File: config.mk
export PLATFORM = sky130hd
export DESIGN_NAME = scsiDma
export DESIGN_NICKNAME = d
export VERILOG_FILES = /design/src/logic/dmacPkg.sv /design/src/logic/fifoIf.sv /design/src/logic/cpuBusMaster.sv /design/src/logic/dmaFifo.sv /design/src/logic/scsiDma.sv /design/src/logic/scsiPacker.sv
export VERILOG_INCLUDE_DIRS = /design/src /design/src/include
export SDC_FILE = /design/constraint.sdc
export NUM_CORES = 1
export LEC_CHECK = 0
export BUFFER_PORTS_ARGS = -buffer_cell sky130_fd_sc_hd__buf_4
export CAP_MARGIN = 20
export CELL_PAD_IN_SITES_DETAIL_PLACEMENT = 0
export CELL_PAD_IN_SITES_GLOBAL_PLACEMENT = 1
export CORE_MARGIN = 8
export CORE_UTILIZATION = 51
export DETAILED_ROUTE_END_ITERATION = 6
export GPL_TIMING_DRIVEN = 0
export PLACE_DENSITY = 0.82
export SYNTH_ARGS = -nofsm -noshare
export SYNTH_HDL_FRONTEND = slang
export SYNTH_SLANG_ARGS = --single-unit
File: constraint.sdc
create_clock -name CLK -period 6.2 [get_ports CLK]
set_input_delay 1.24 -clock CLK [delete_from_list [all_inputs] [get_ports CLK]]
set_output_delay 1.24 -clock CLK [all_outputs]
set_load 0.01 [all_outputs]
File: src/include/dmac_config.svh
// build-time sizes for the SCSI DMA; FIFO depth must be a power of two, data bus fixed at 32 bits
`ifndef DMAC_CONFIG_SVH
`define DMAC_CONFIG_SVH

// width of one FIFO word and of the processor data bus
`define DMAC_WORD_BITS 32

// longwords held by the FIFO, a power of two
`define DMAC_FIFO_DEPTH 8

// occupancy at which the bus master requests the bus
`define DMAC_BURST_WORDS 4

`endif

File: src/logic/dmacPkg.sv
// types shared by the DMA blocks; the widths come from dmac_config.svh
`include "dmac_config.svh"

package dmacPkg;

    typedef struct packed {
        logic [`DMAC_WORD_BITS-1:0] data;           // big-endian longword
        logic                       lastWord;       // final word of a transfer
    } fifoWord_t;

    // occupancy, one bit wider than the pointers so a full FIFO fits
    typedef logic [$clog2(`DMAC_FIFO_DEPTH):0] fifoCount_t;

    typedef enum logic [2:0] {
        IDLE,                                       // waiting for a burst
        BUS_REQ,                                    // breq out, waiting for bgrant
        BUS_ACK,                                    // bus owned, no cycle running
        ADDR,                                       // address phase
        DATA,                                       // data phase, waiting for termination
        HALF_ADDR,                                  // second half on a 16-bit port
        HALF_DATA,
        CYCLE_END                                   // bgack released
    } busState_t;

endpackage

File: src/logic/fifoIf.sv
// FIFO push/pop channel; push while full and pop while empty are not allowed
interface fifoIf import dmacPkg::*; ();

    logic       push;                               // from the writer
    fifoWord_t  wrWord;
    logic       full;                               // from the FIFO
    fifoWord_t  head;                               // oldest word, always shown
    logic       empty;
    logic       pop;                                // from the reader
    fifoCount_t count;
    logic       lastHeld;                           // a lastWord is stored somewhere

    modport writer (
        output push, wrWord,
        input  full
    );

    modport fifoSide (
        input  push, wrWord, pop,
        output full, head, empty, count, lastHeld
    );

    modport reader (
        output pop,
        input  head, empty, count, lastHeld
    );

endinterface

File: src/logic/cpuBusMaster.sv
// FIFO-to-memory bus master; 32- and 16-bit ports only, dsack 01 is taken as a wait state
`include "dmac_config.svh"

module cpuBusMaster import dmacPkg::*; (
    input  logic                       CLK,
    input  logic                       nRESET,
    fifoIf.reader                      rd,
    input  logic                       dmaStart,
    input  logic [31:0]                dmaAddr,
    input  logic                       bgrant,
    input  logic [1:0]                 dsack,
    input  logic                       sterm,
    output logic                       breq,
    output logic                       bgack,
    output logic                       pas,
    output logic                       pds,
    output logic                       size16,
    output logic                       dmaDone,
    output logic [31:0]                addr,
    output logic [`DMAC_WORD_BITS-1:0] dataOut
);

    localparam int HALF_BITS = `DMAC_WORD_BITS / 2;

    typedef enum logic [1:0] {
        TERM_WAIT,                                  // no termination yet
        TERM_16,                                    // 16-bit dsack
        TERM_32                                     // 32-bit dsack or sterm
    } termKind_t;

    busState_t   state;
    busState_t   nextState;
    termKind_t   term;
    logic [31:0] addrCnt;                           // address of the head word
    logic        lastPopped;                        // transfer's final word has gone out
    logic        wordDone;
    logic        halfPhase;

    // sterm takes priority, it always means a full longword
    always_comb begin
        if (sterm) begin
            term = TERM_32;
        end else if (dsack == 2'b11) begin
            term = TERM_32;
        end else if (dsack == 2'b10) begin
            term = TERM_16;
        end else begin
            term = TERM_WAIT;
        end
    end

    assign wordDone  = (state == DATA && term == TERM_32)
                    || (state == HALF_DATA && term != TERM_WAIT);
    assign halfPhase = state == HALF_ADDR || state == HALF_DATA;

    always_comb begin
        nextState = state;
        case (state)
            IDLE: begin
                if (rd.count >= fifoCount_t'(`DMAC_BURST_WORDS) || rd.lastHeld) begin
                    nextState = BUS_REQ;
                end
            end
            BUS_REQ: begin
                if (bgrant) begin
                    nextState = BUS_ACK;
                end
            end
            BUS_ACK: begin
                if (lastPopped || rd.empty) begin
                    nextState = CYCLE_END;          // give the bus back
                end else begin
                    nextState = ADDR;
                end
            end
            ADDR: nextState = DATA;
            DATA: begin
                case (term)
                    TERM_32: nextState = BUS_ACK;
                    TERM_16: nextState = HALF_ADDR; // port too narrow, send the lower half
                    default: nextState = DATA;      // wait state
                endcase
            end
            HALF_ADDR: nextState = HALF_DATA;
            HALF_DATA: begin
                if (term != TERM_WAIT) begin
                    nextState = BUS_ACK;
                end
            end
            CYCLE_END: nextState = IDLE;
            default:   nextState = IDLE;
        endcase
    end

    always_ff @(posedge CLK or negedge nRESET) begin
        if (!nRESET) begin
            state      <= IDLE;
            addrCnt    <= '0;
            lastPopped <= 1'b0;
        end else begin
            state <= nextState;
            if (dmaStart) begin
                addrCnt <= dmaAddr;
            end else if (wordDone) begin
                addrCnt <= addrCnt + 32'd4;
            end
            if (state == CYCLE_END) begin
                lastPopped <= 1'b0;
            end else if (wordDone && rd.head.lastWord) begin
                lastPopped <= 1'b1;
            end
        end
    end

    assign rd.pop = wordDone;                       // head advances at the terminating edge

    assign breq    = state == BUS_REQ;
    assign bgack   = state inside {BUS_ACK, ADDR, DATA, HALF_ADDR, HALF_DATA};
    assign pas     = state inside {ADDR, DATA, HALF_ADDR, HALF_DATA};
    assign pds     = state == DATA || state == HALF_DATA;
    assign size16  = halfPhase;
    assign dmaDone = state == CYCLE_END && lastPopped;

    assign addr    = halfPhase ? addrCnt + 32'd2 : addrCnt;
    // lower half goes out on both lanes of a 16-bit port
    assign dataOut = halfPhase ? {2{rd.head.data[HALF_BITS-1:0]}} : rd.head.data;

endmodule

File: src/logic/dmaFifo.sv
// show-ahead longword FIFO; depth from DMAC_FIFO_DEPTH, illegal push or pop is ignored
`include "dmac_config.svh"

module dmaFifo import dmacPkg::*; (
    input  logic    CLK,
    input  logic    nRESET,
    fifoIf.fifoSide wr,
    fifoIf.fifoSide rd
);

    localparam int PTR_BITS = $clog2(`DMAC_FIFO_DEPTH);

    fifoWord_t           mem [`DMAC_FIFO_DEPTH];
    logic [PTR_BITS-1:0] wrPtr;
    logic [PTR_BITS-1:0] rdPtr;
    fifoCount_t          occupancy;
    fifoCount_t          lastCount;                 // stored words with lastWord set
    fifoWord_t           headWord;
    logic                isFull;
    logic                isEmpty;
    logic                doPush;
    logic                doPop;

    assign isFull   = occupancy == fifoCount_t'(`DMAC_FIFO_DEPTH);
    assign isEmpty  = occupancy == '0;
    assign doPush   = wr.push && !isFull;
    assign doPop    = rd.pop && !isEmpty;
    assign headWord = mem[rdPtr];                   // oldest entry, no read latency

    always_ff @(posedge CLK) begin
        if (doPush) begin
            mem[wrPtr] <= wr.wrWord;
        end
    end

    always_ff @(posedge CLK or negedge nRESET) begin
        if (!nRESET) begin
            wrPtr     <= '0;
            rdPtr     <= '0;
            occupancy <= '0;
            lastCount <= '0;
        end else begin
            if (doPush) begin
                wrPtr <= wrPtr + 1'b1;              // wraps, depth is a power of two
            end
            if (doPop) begin
                rdPtr <= rdPtr + 1'b1;
            end
            occupancy <= occupancy + fifoCount_t'(doPush) - fifoCount_t'(doPop);
            lastCount <= lastCount + fifoCount_t'(doPush && wr.wrWord.lastWord)
                                   - fifoCount_t'(doPop && headWord.lastWord);
        end
    end

    // both ports see the same state
    assign wr.full     = isFull;
    assign wr.head     = headWord;
    assign wr.empty    = isEmpty;
    assign wr.count    = occupancy;
    assign wr.lastHeld = lastCount != '0;
    assign rd.full     = isFull;
    assign rd.head     = headWord;
    assign rd.empty    = isEmpty;
    assign rd.count    = occupancy;
    assign rd.lastHeld = lastCount != '0;

endmodule

File: src/logic/scsiDma.sv
// SCSI-to-memory DMA top; one direction only, no host register file or FIFO flush
`include "dmac_config.svh"

module scsiDma (
    input  logic                       CLK,
    input  logic                       nRESET,
    input  logic                       scsiStrobe,
    input  logic [7:0]                 scsiByte,
    input  logic                       scsiLast,
    output logic                       scsiHold,
    input  logic                       dmaStart,
    input  logic [31:0]                dmaAddr,
    input  logic                       bgrant,
    input  logic [1:0]                 dsack,
    input  logic                       sterm,
    output logic                       breq,
    output logic                       bgack,
    output logic                       pas,
    output logic                       pds,
    output logic                       size16,
    output logic [31:0]                addr,
    output logic [`DMAC_WORD_BITS-1:0] dataOut,
    output logic                       dmaDone
);

    fifoIf packToFifo ();                           // packer write side
    fifoIf fifoToBus ();                            // bus master read side

    scsiPacker scsiPacker_inst (
        .CLK        (CLK),
        .nRESET     (nRESET),
        .scsiStrobe (scsiStrobe),
        .scsiByte   (scsiByte),
        .scsiLast   (scsiLast),
        .scsiHold   (scsiHold),
        .wr         (packToFifo.writer)
    );

    dmaFifo dmaFifo_inst (
        .CLK    (CLK),
        .nRESET (nRESET),
        .wr     (packToFifo.fifoSide),
        .rd     (fifoToBus.fifoSide)
    );

    cpuBusMaster cpuBusMaster_inst (
        .CLK      (CLK),
        .nRESET   (nRESET),
        .rd       (fifoToBus.reader),
        .dmaStart (dmaStart),
        .dmaAddr  (dmaAddr),
        .bgrant   (bgrant),
        .dsack    (dsack),
        .sterm    (sterm),
        .breq     (breq),
        .bgack    (bgack),
        .pas      (pas),
        .pds      (pds),
        .size16   (size16),
        .dmaDone  (dmaDone),
        .addr     (addr),
        .dataOut  (dataOut)
    );

endmodule

File: src/logic/scsiPacker.sv
// packs SCSI bytes MSB first into longwords; the source must stop strobing while scsiHold is high
`include "dmac_config.svh"

module scsiPacker import dmacPkg::*; (
    input  logic       CLK,
    input  logic       nRESET,
    input  logic       scsiStrobe,
    input  logic [7:0] scsiByte,
    input  logic       scsiLast,
    output logic       scsiHold,
    fifoIf.writer      wr
);

    localparam int LANES     = `DMAC_WORD_BITS / 8;
    localparam int LANE_BITS = $clog2(LANES);

    logic [LANE_BITS-1:0]       lane;               // next byte position
    logic [`DMAC_WORD_BITS-1:0] accWord;            // partly filled longword
    logic [`DMAC_WORD_BITS-1:0] nextWord;
    fifoWord_t                  holdWord;           // finished word waiting for the FIFO
    logic                       holdValid;
    logic                       wordComplete;

    // drop the incoming byte into its lane, lane 0 is the top byte
    always_comb begin
        nextWord = accWord;
        nextWord[(LANES - 1 - int'(lane)) * 8 +: 8] = scsiByte;
    end

    assign wordComplete = scsiStrobe && (lane == LANE_BITS'(LANES - 1) || scsiLast);

    always_ff @(posedge CLK or negedge nRESET) begin
        if (!nRESET) begin
            lane      <= '0;
            accWord   <= '0;
            holdValid <= 1'b0;
        end else begin
            if (scsiStrobe) begin
                if (wordComplete) begin
                    lane    <= '0;
                    accWord <= '0;                  // unfilled lanes of a short word stay zero
                end else begin
                    lane    <= lane + 1'b1;
                    accWord <= nextWord;
                end
            end
            if (wordComplete) begin
                holdValid <= 1'b1;                  // reload wins over a push on the same edge
            end else if (wr.push) begin
                holdValid <= 1'b0;
            end
        end
    end

    always_ff @(posedge CLK) begin
        if (wordComplete) begin
            holdWord <= '{data: nextWord, lastWord: scsiLast};
        end
    end

    assign wr.push   = holdValid && !wr.full;
    assign wr.wrWord = holdWord;
    assign scsiHold  = holdValid && wr.full;        // word stuck until the FIFO drains

endmodule

; After elaboration in Yosys (flattened, before gate mapping)
; Memory sizes are Yosys's and may differ from the RTL's.
; Cells that the tools add are included.
[word_totals]
regBits = 118
ramBits = 264
output_inout_bits = 71
elab_cells = 94
memories = 1
[mem_list]
columns = memory, depth, width, rd, rd_ports_with_merged_regs, write_ports, line_no
row1 = dmaFifo_inst.mem, 8, 33, 1, 0, 1, dmaFifo.sv:13  ; fifoWord_t mem [`DMAC_FIFO_DEPTH];
[classes]
n_addsub = 11
order_cmp = 1
eq_ne = 16
n_shift = 2
muxes = 22
reduce_logical = 29
[ops]
columns = cell, n
row1 = $mux W32, 5
row2 = $neg A32 Y33, 1
row3 = $shift A8 B33 Y32 const A, 1
row4 = $shiftx A8 B33 Y32, 1
row5 = $add A32 B2 Y32 const B, 1
row6 = $add A32 B3 Y32 const B, 1
row7 = $bwmux W32, 1
row8 = $pmux W3 S8, 1
row9 = $eq A3 B3 Y1 const B, 4
row10 = $mux W3, 4
row11 = $logic_and A1 B1 Y1, 11
row12 = $add A4 B1 Y4, 2
row13 = $eq A2 B2 Y1 const B, 4
row14 = $reduce_bool A2 Y1, 4
row15 = $reduce_bool A4 Y1, 2
row16 = $sub A4 B1 Y4, 2
row17 = $mux W1, 7
row18 = $add A3 B1 Y3 const B, 2
row19 = $eq A3 B2 Y1 const B, 2
row20 = $logic_or A1 B1 Y1, 6
row21 = $mux W2, 3
row22 = $pmux W3 S2, 1
row23 = $reduce_bool A5 Y1, 1
row24 = $eq A4 B4 Y1 const B, 1
row25 = 11 further kinds, 13

; Logic depth before layout (Yosys ltp)
[depth]
word_depth = 10
mapped_depth = 11
mapped_depth_nobuf = 11

; Cells and area by module
; Synthesis repeated with hierarchy kept, for this count alone.
[unflattened]
cells_unflattened = 1138
hier_area_um2 = 17331.6
[by_module_without_submodules]
columns = module, n_inst, cells_each, area_per_inst_um2, seq_area_each_um2
row1 = dmaFifo, 1, 511, 11327.1, 8277.9
row2 = scsiPacker, 1, 236, 3017.9, 1866.8
row3 = cpuBusMaster, 1, 390, 2982.9, 900.9
row4 = scsiDma, 1, 1, 3.8, 0.0

; Worst setup path before layout
; Ideal clock, no wire load.
[synth_timing]
path_type = flip-flop to flip-flop
start = register dmaFifo_inst.occupancy[2], in the netlist dmaFifo_inst.rd.count[2]
end = memory dmaFifo_inst.mem[0][0] in the netlist's numbering (enable)
setup_ps = 506
arrival_time_ps = 3937
path_slack_ps = 1757
stages_incl_launch_ff = 6
synth_period_minus_slack_ps = 4443
cell_sequence = dfrtp_1 inv_1 ha_1 nand2_1 nand2_1 nor4_1
[synth_via]
elab_chain_len = 6
[synth_rtl]
columns = element, line_no
row1 = "start, declared", dmaFifo.sv:16  ; fifoCount_t occupancy;
row2 = "start signal, assigned", dmaFifo.sv:49  ; occupancy <= occupancy + fifoCount_t'(doPush) - fifoCount_t'(doPop);
row3 = $eq A4 B4 Y1 *, dmaFifo.sv:24  ; assign isFull = occupancy == fifoCount_t'(`DMAC_FIFO_DEPTH);
row4 = $logic_not A1 Y1 *, "dmaFifo.sv:26, scsiPacker.sv:61"
row5 = $logic_and A1 B1 Y1, scsiPacker.sv:61  ; assign wr.push = holdValid && !wr.full;
row6 = $logic_and A1 B1 Y1 *, dmaFifo.sv:26  ; assign doPush = wr.push && !isFull;
row7 = $mux W1 *, dmaFifo.sv:31  ; if (doPush) begin
row8 = $mux W1 (not written as such) *, dmaFifo.sv:32  ; mem[wrPtr] <= wr.wrWord;
row9 = "end, declared", dmaFifo.sv:13
; Every way passes the cells marked *; elsewhere a longest branch is shown, timed or not.

; Final worst setup path
[layout_timing]
start = register dmaFifo_inst.rdPtr[1]
end = output dataOut[28]
[layout_via]
elab_chain_len = 2
[layout_rtl]
columns = element, line_no
row1 = "start, declared", dmaFifo.sv:15  ; logic [PTR_BITS-1:0] rdPtr;
row2 = "start signal, assigned", dmaFifo.sv:47  ; rdPtr <= rdPtr + 1'b1;
row3 = $mem_v2 Z8 W33, --
row4 = $mux W32, cpuBusMaster.sv:126  ; assign dataOut = halfPhase ? {2{rd.head.data[HALF_BITS-1:0]}} : rd.head.data;
row5 = "end, declared", scsiDma.sv:22  ; output logic [`DMAC_WORD_BITS-1:0] dataOut,
; No other way between the ends.

==> impl_metrics.csv <==
group,metric,value,unit
critical_path,crit_slowest_cell,"buf_1",
global_route,grt_overflow,0,
die,core,31600,sq um
place,finalWeightedCongestion,0.811,
place,place_hpwl,26.9,mm
clocking,root_buffer,"clkbuf_16",
synthesis,synth-seq-cells,382,
synthesis,synthDistinctLibCells,53,
timing,worst_pin_slew,1040,ps
die,fp.dieW,196,um
die,std_cell_rows,65,
cells_and_area,stdcell_area,19400,sq um
critical_path,r2r-end,"dmaFifo_inst.lastCount[1]",
outcome,outcome,"complete, no violations",
synthesis,syn_area,16400,sq um
timing,fmax,231,MHz
synthesis,async_flop_share,0.223,
synthesis,synth_fp_nets,1154,
cells_and_area,n_antenna_cell,0,
worst_hold_path,hold_path_depth,1,
critical_path,max_stage_delay,690,ps
timing,slew_violations,0,
synthesis,synth_top_family_by_area,"multiplexers",
critical_path,ff2ff_setup_slack,3260,ps
timing,min_period,4340,ps
place,portBuffers,117,
clocking,cts.hold.buffers_added,0,
global_route,antenna_found_initial,0,
worst_hold_path,hold_path_class,"reg2reg",
clocking,h-tree-depth,2,
global_route,gr-max-usage-layer,"met2",
drt,wl_per_cell,22.6,um
worst_hold_path,hold_start,"cpuBusMaster_inst.addrCnt[0]",
place,placed_cell_area,18200,sq um
global_route,grt_use_met1,0.281,
drt,dr.first_iter.drc_count,836,
cells_and_area,syn_to_final_growth,17.7,%
die,num_io_pins,120,
critical_path,crit_required,4960,ps
timing,period_share,0.700,
global_route,grt_max_degree,67,
critical_path,cp_cell_sequence,"buf_2 -> buf_1 -> mux4_2 -> mux2i_1 -> o21ai_0 -> buf_4",
critical_path,r2r_start,"dmaFifo_inst.rdPtr[0]",
drt,dr.pass1.iters,5,
timing,setup_viol,0,
clocking,cts_setup_buffers,0,
cells_and_area,fin_cells,1695,
synthesis,syn_avg_cell_area,15.2,sq um
critical_path,cp-start-kind,"flop",
timing,final-hold-violation-count,0,
flow_run,maxCapViolCount,0,
drt,wl,38.3,mm
global_route,grt_pass1_wl,59.8,mm
clocking,cts_resized,0,
clocking,cts_tree,"done",
clocking,clk_latency,530,ps
critical_path,crit_fanout,10,
drt,via_per_inst,5.72,
critical_path,path_class,"reg2out",
synthesis,yosysMostFrequentCell,"edfxtp_1",
clocking,clk_pin_slew,60,ps
synthesis,netlist_top_cells_count,"297 x edfxtp_1, 113 x nand2_1, 85 x dfrtp_1, 74 x o21ai_0, 66 x mux4_2",
synthesis,synth_edf_count,297,
global_route,grt_pass1_vias,10202,
power_and_ir_drop,leakagePower,7.05,nW
timing,rsz0062_at_grt,"false",
synthesis,ys_seq_area_frac,0.672,
die,dieArea,38300,sq um
synthesis,yosys-top-cells-area,"edfxtp_1 54%, dfrtp_1 13%, mux4_2 9.0%",
critical_path,r2r_cells,11,
synthesis,synth-compound-area-share,0.0502,
global_route,grt_util_met2,0.327,
clocking,cts_sinks,382,
critical_path,worst_ep_arrival_time,3100,ps
timing,relSlewSlack,0.304,
critical_path,cp-end-kind,"output pin",
clocking,cts_made_buffers,39,
cells_and_area,layout-drive-gt1-share,0.280,
synthesis,synthAdderAreaFrac,0.0176,
timing,fin_setup_tns,0,ps
synthesis,syn_inst,1083,
clocking,ctsLongestPathBuffers,3,
die,die_h,196,um
drt,drcViolationCount,0,
drt,detail-route-antenna-nets,0,
cells_and_area,final_nets,1336,
power_and_ir_drop,powerDensity,413,nW/um^2
global_route,use_met3,0.0392,
power_and_ir_drop,design_power_total,8.01,mW
synthesis,yosys.area_share.simple,0.0790,
synthesis,synthXorXnorAreaFrac,0.0372,
die,initial_core_util,0.520,
drt,vias,9697,
power_and_ir_drop,vdd_ir_drop_max,0.232,mV
place,place_inst,1626,
timing,fin_worst_skew,17.4,ps
synthesis,synth_top_area_cell,"edfxtp_1",
synthesis,synth_top_area_frac,0.542,
synthesis,yosysWarnings,0,
global_route,grt_usage,0.203,
synthesis,synthMuxAreaShare,0.116,
worst_hold_path,min_to,"cpuBusMaster_inst.addrCnt[0]",
timing,timing.hold.ws,512,ps
synthesis,synthFlopType,"edfxtp_1",
## cell families after synthesis
group           Yosys count
flops                   382
simple gates            262
compound gates          132
buf+inv                 111
mux                     105
xor+xnor                 69
fa+ha+maj                22
## per-layer routing
metal	wire, um	vias to the layer above
met2	18300	331
met4	667	0
li1	-	4426
met5	0	-
met1	16700	4882
met3	2640	58
## state kept, by name, indices dropped and copies added, names as in the netlist
| signal | cells |
|---|---|
| dmaFifo_inst.rd.count | 4 |
| dmaFifo_inst.rdPtr | 3 |
| scsiPacker_inst.accWord | 32 |
| scsiPacker_inst.holdValid | 1 |
| scsiPacker_inst.lane | 2 |
| cpuBusMaster_inst.state | 3 |
| cpuBusMaster_inst.lastPopped | 1 |
| dmaFifo_inst.lastCount | 4 |
| scsiPacker_inst.wr.wrWord | 33 |
| dmaFifo_inst.mem | 264 |
| dmaFifo_inst.wrPtr | 3 |
| cpuBusMaster_inst.addrCnt | 32 |
## cells in the final DEF, fill, tap and decap left out, types with 10 or more instances in the layout
cell type  Yosys  final
mux2_2        20     20
buf_2         14     14
nor2_1        57     54
buf_4          6    129
edfxtp_1     297    297
nor4_1        12     11
mux4_2        66     66
xnor2_1       40     40
ha_1          20     20
o21ai_0       74     74
mux2i_1       19     19
a31o_2        32     32
dfrtp_1       85     85
inv_1         54     54
buf_6          2     14
clkbuf_1      31     43
xor2_1        28     28
clkbuf_16      0     39
nand2_1      113    113
nor3_1        21     17
and3_1        10     10
nand3_1       11     11
## stage by stage
step	setup WS, ps	util
floorplan	1760	-
global placement	-1200	0.564
detailed placement	2460	0.575
CTS	1880	0.612
global route	1690	0.612
finish	1860	0.612
## area by class of cell
type                    count  area (sq um)
clock inverters            17           126
well taps                 402           503
repair buffers            141          1200
plain buffers              56           267
clock buffers              52          1030
multi-input cells         590          4980
inverters                  55           206
flip-flops and latches    382         11000
fillers                  2348         12300
## report_power, final
part / leakage, nW / switching, mW / internal (mW)
logic: 2.69 / 1.43 / 1.20
registers: 3.80 / 0.159 / 3.05
clock network: 0.560 / 0.942 / 1.22
total: 7.05 / 2.53 / 5.47
## worst max-delay path, delay by kind of cell (launching register included)
kind,cells,cell delay (ps)
flip-flops,1,410
buffers and inverters,3,1220
AO/OA/AOI/OAI,1,470
multiplexers,2,450
## worst max-delay path by stage
stage	cells after the start	to	slack, ps	startpoint
2_1_floorplan	5	dmaFifo_inst.mem[0][0]	1760	dmaFifo_inst.rd.count[2]
3_3_place_gp	5	dmaFifo_inst.mem[0][15]	-1200	dmaFifo_inst.rd.count[2]
3_5_place_dp	6	dataOut[29]	2460	dmaFifo_inst.rdPtr[1]
4_1_cts	6	dataOut[29]	1880	dmaFifo_inst.rdPtr[1]
5_1_grt	6	dataOut[29]	1690	dmaFifo_inst.rdPtr[1]
6_report	6	dataOut[28]	1860	dmaFifo_inst.rdPtr[1]
Note: power is estimated with default switching activity, not from simulation.
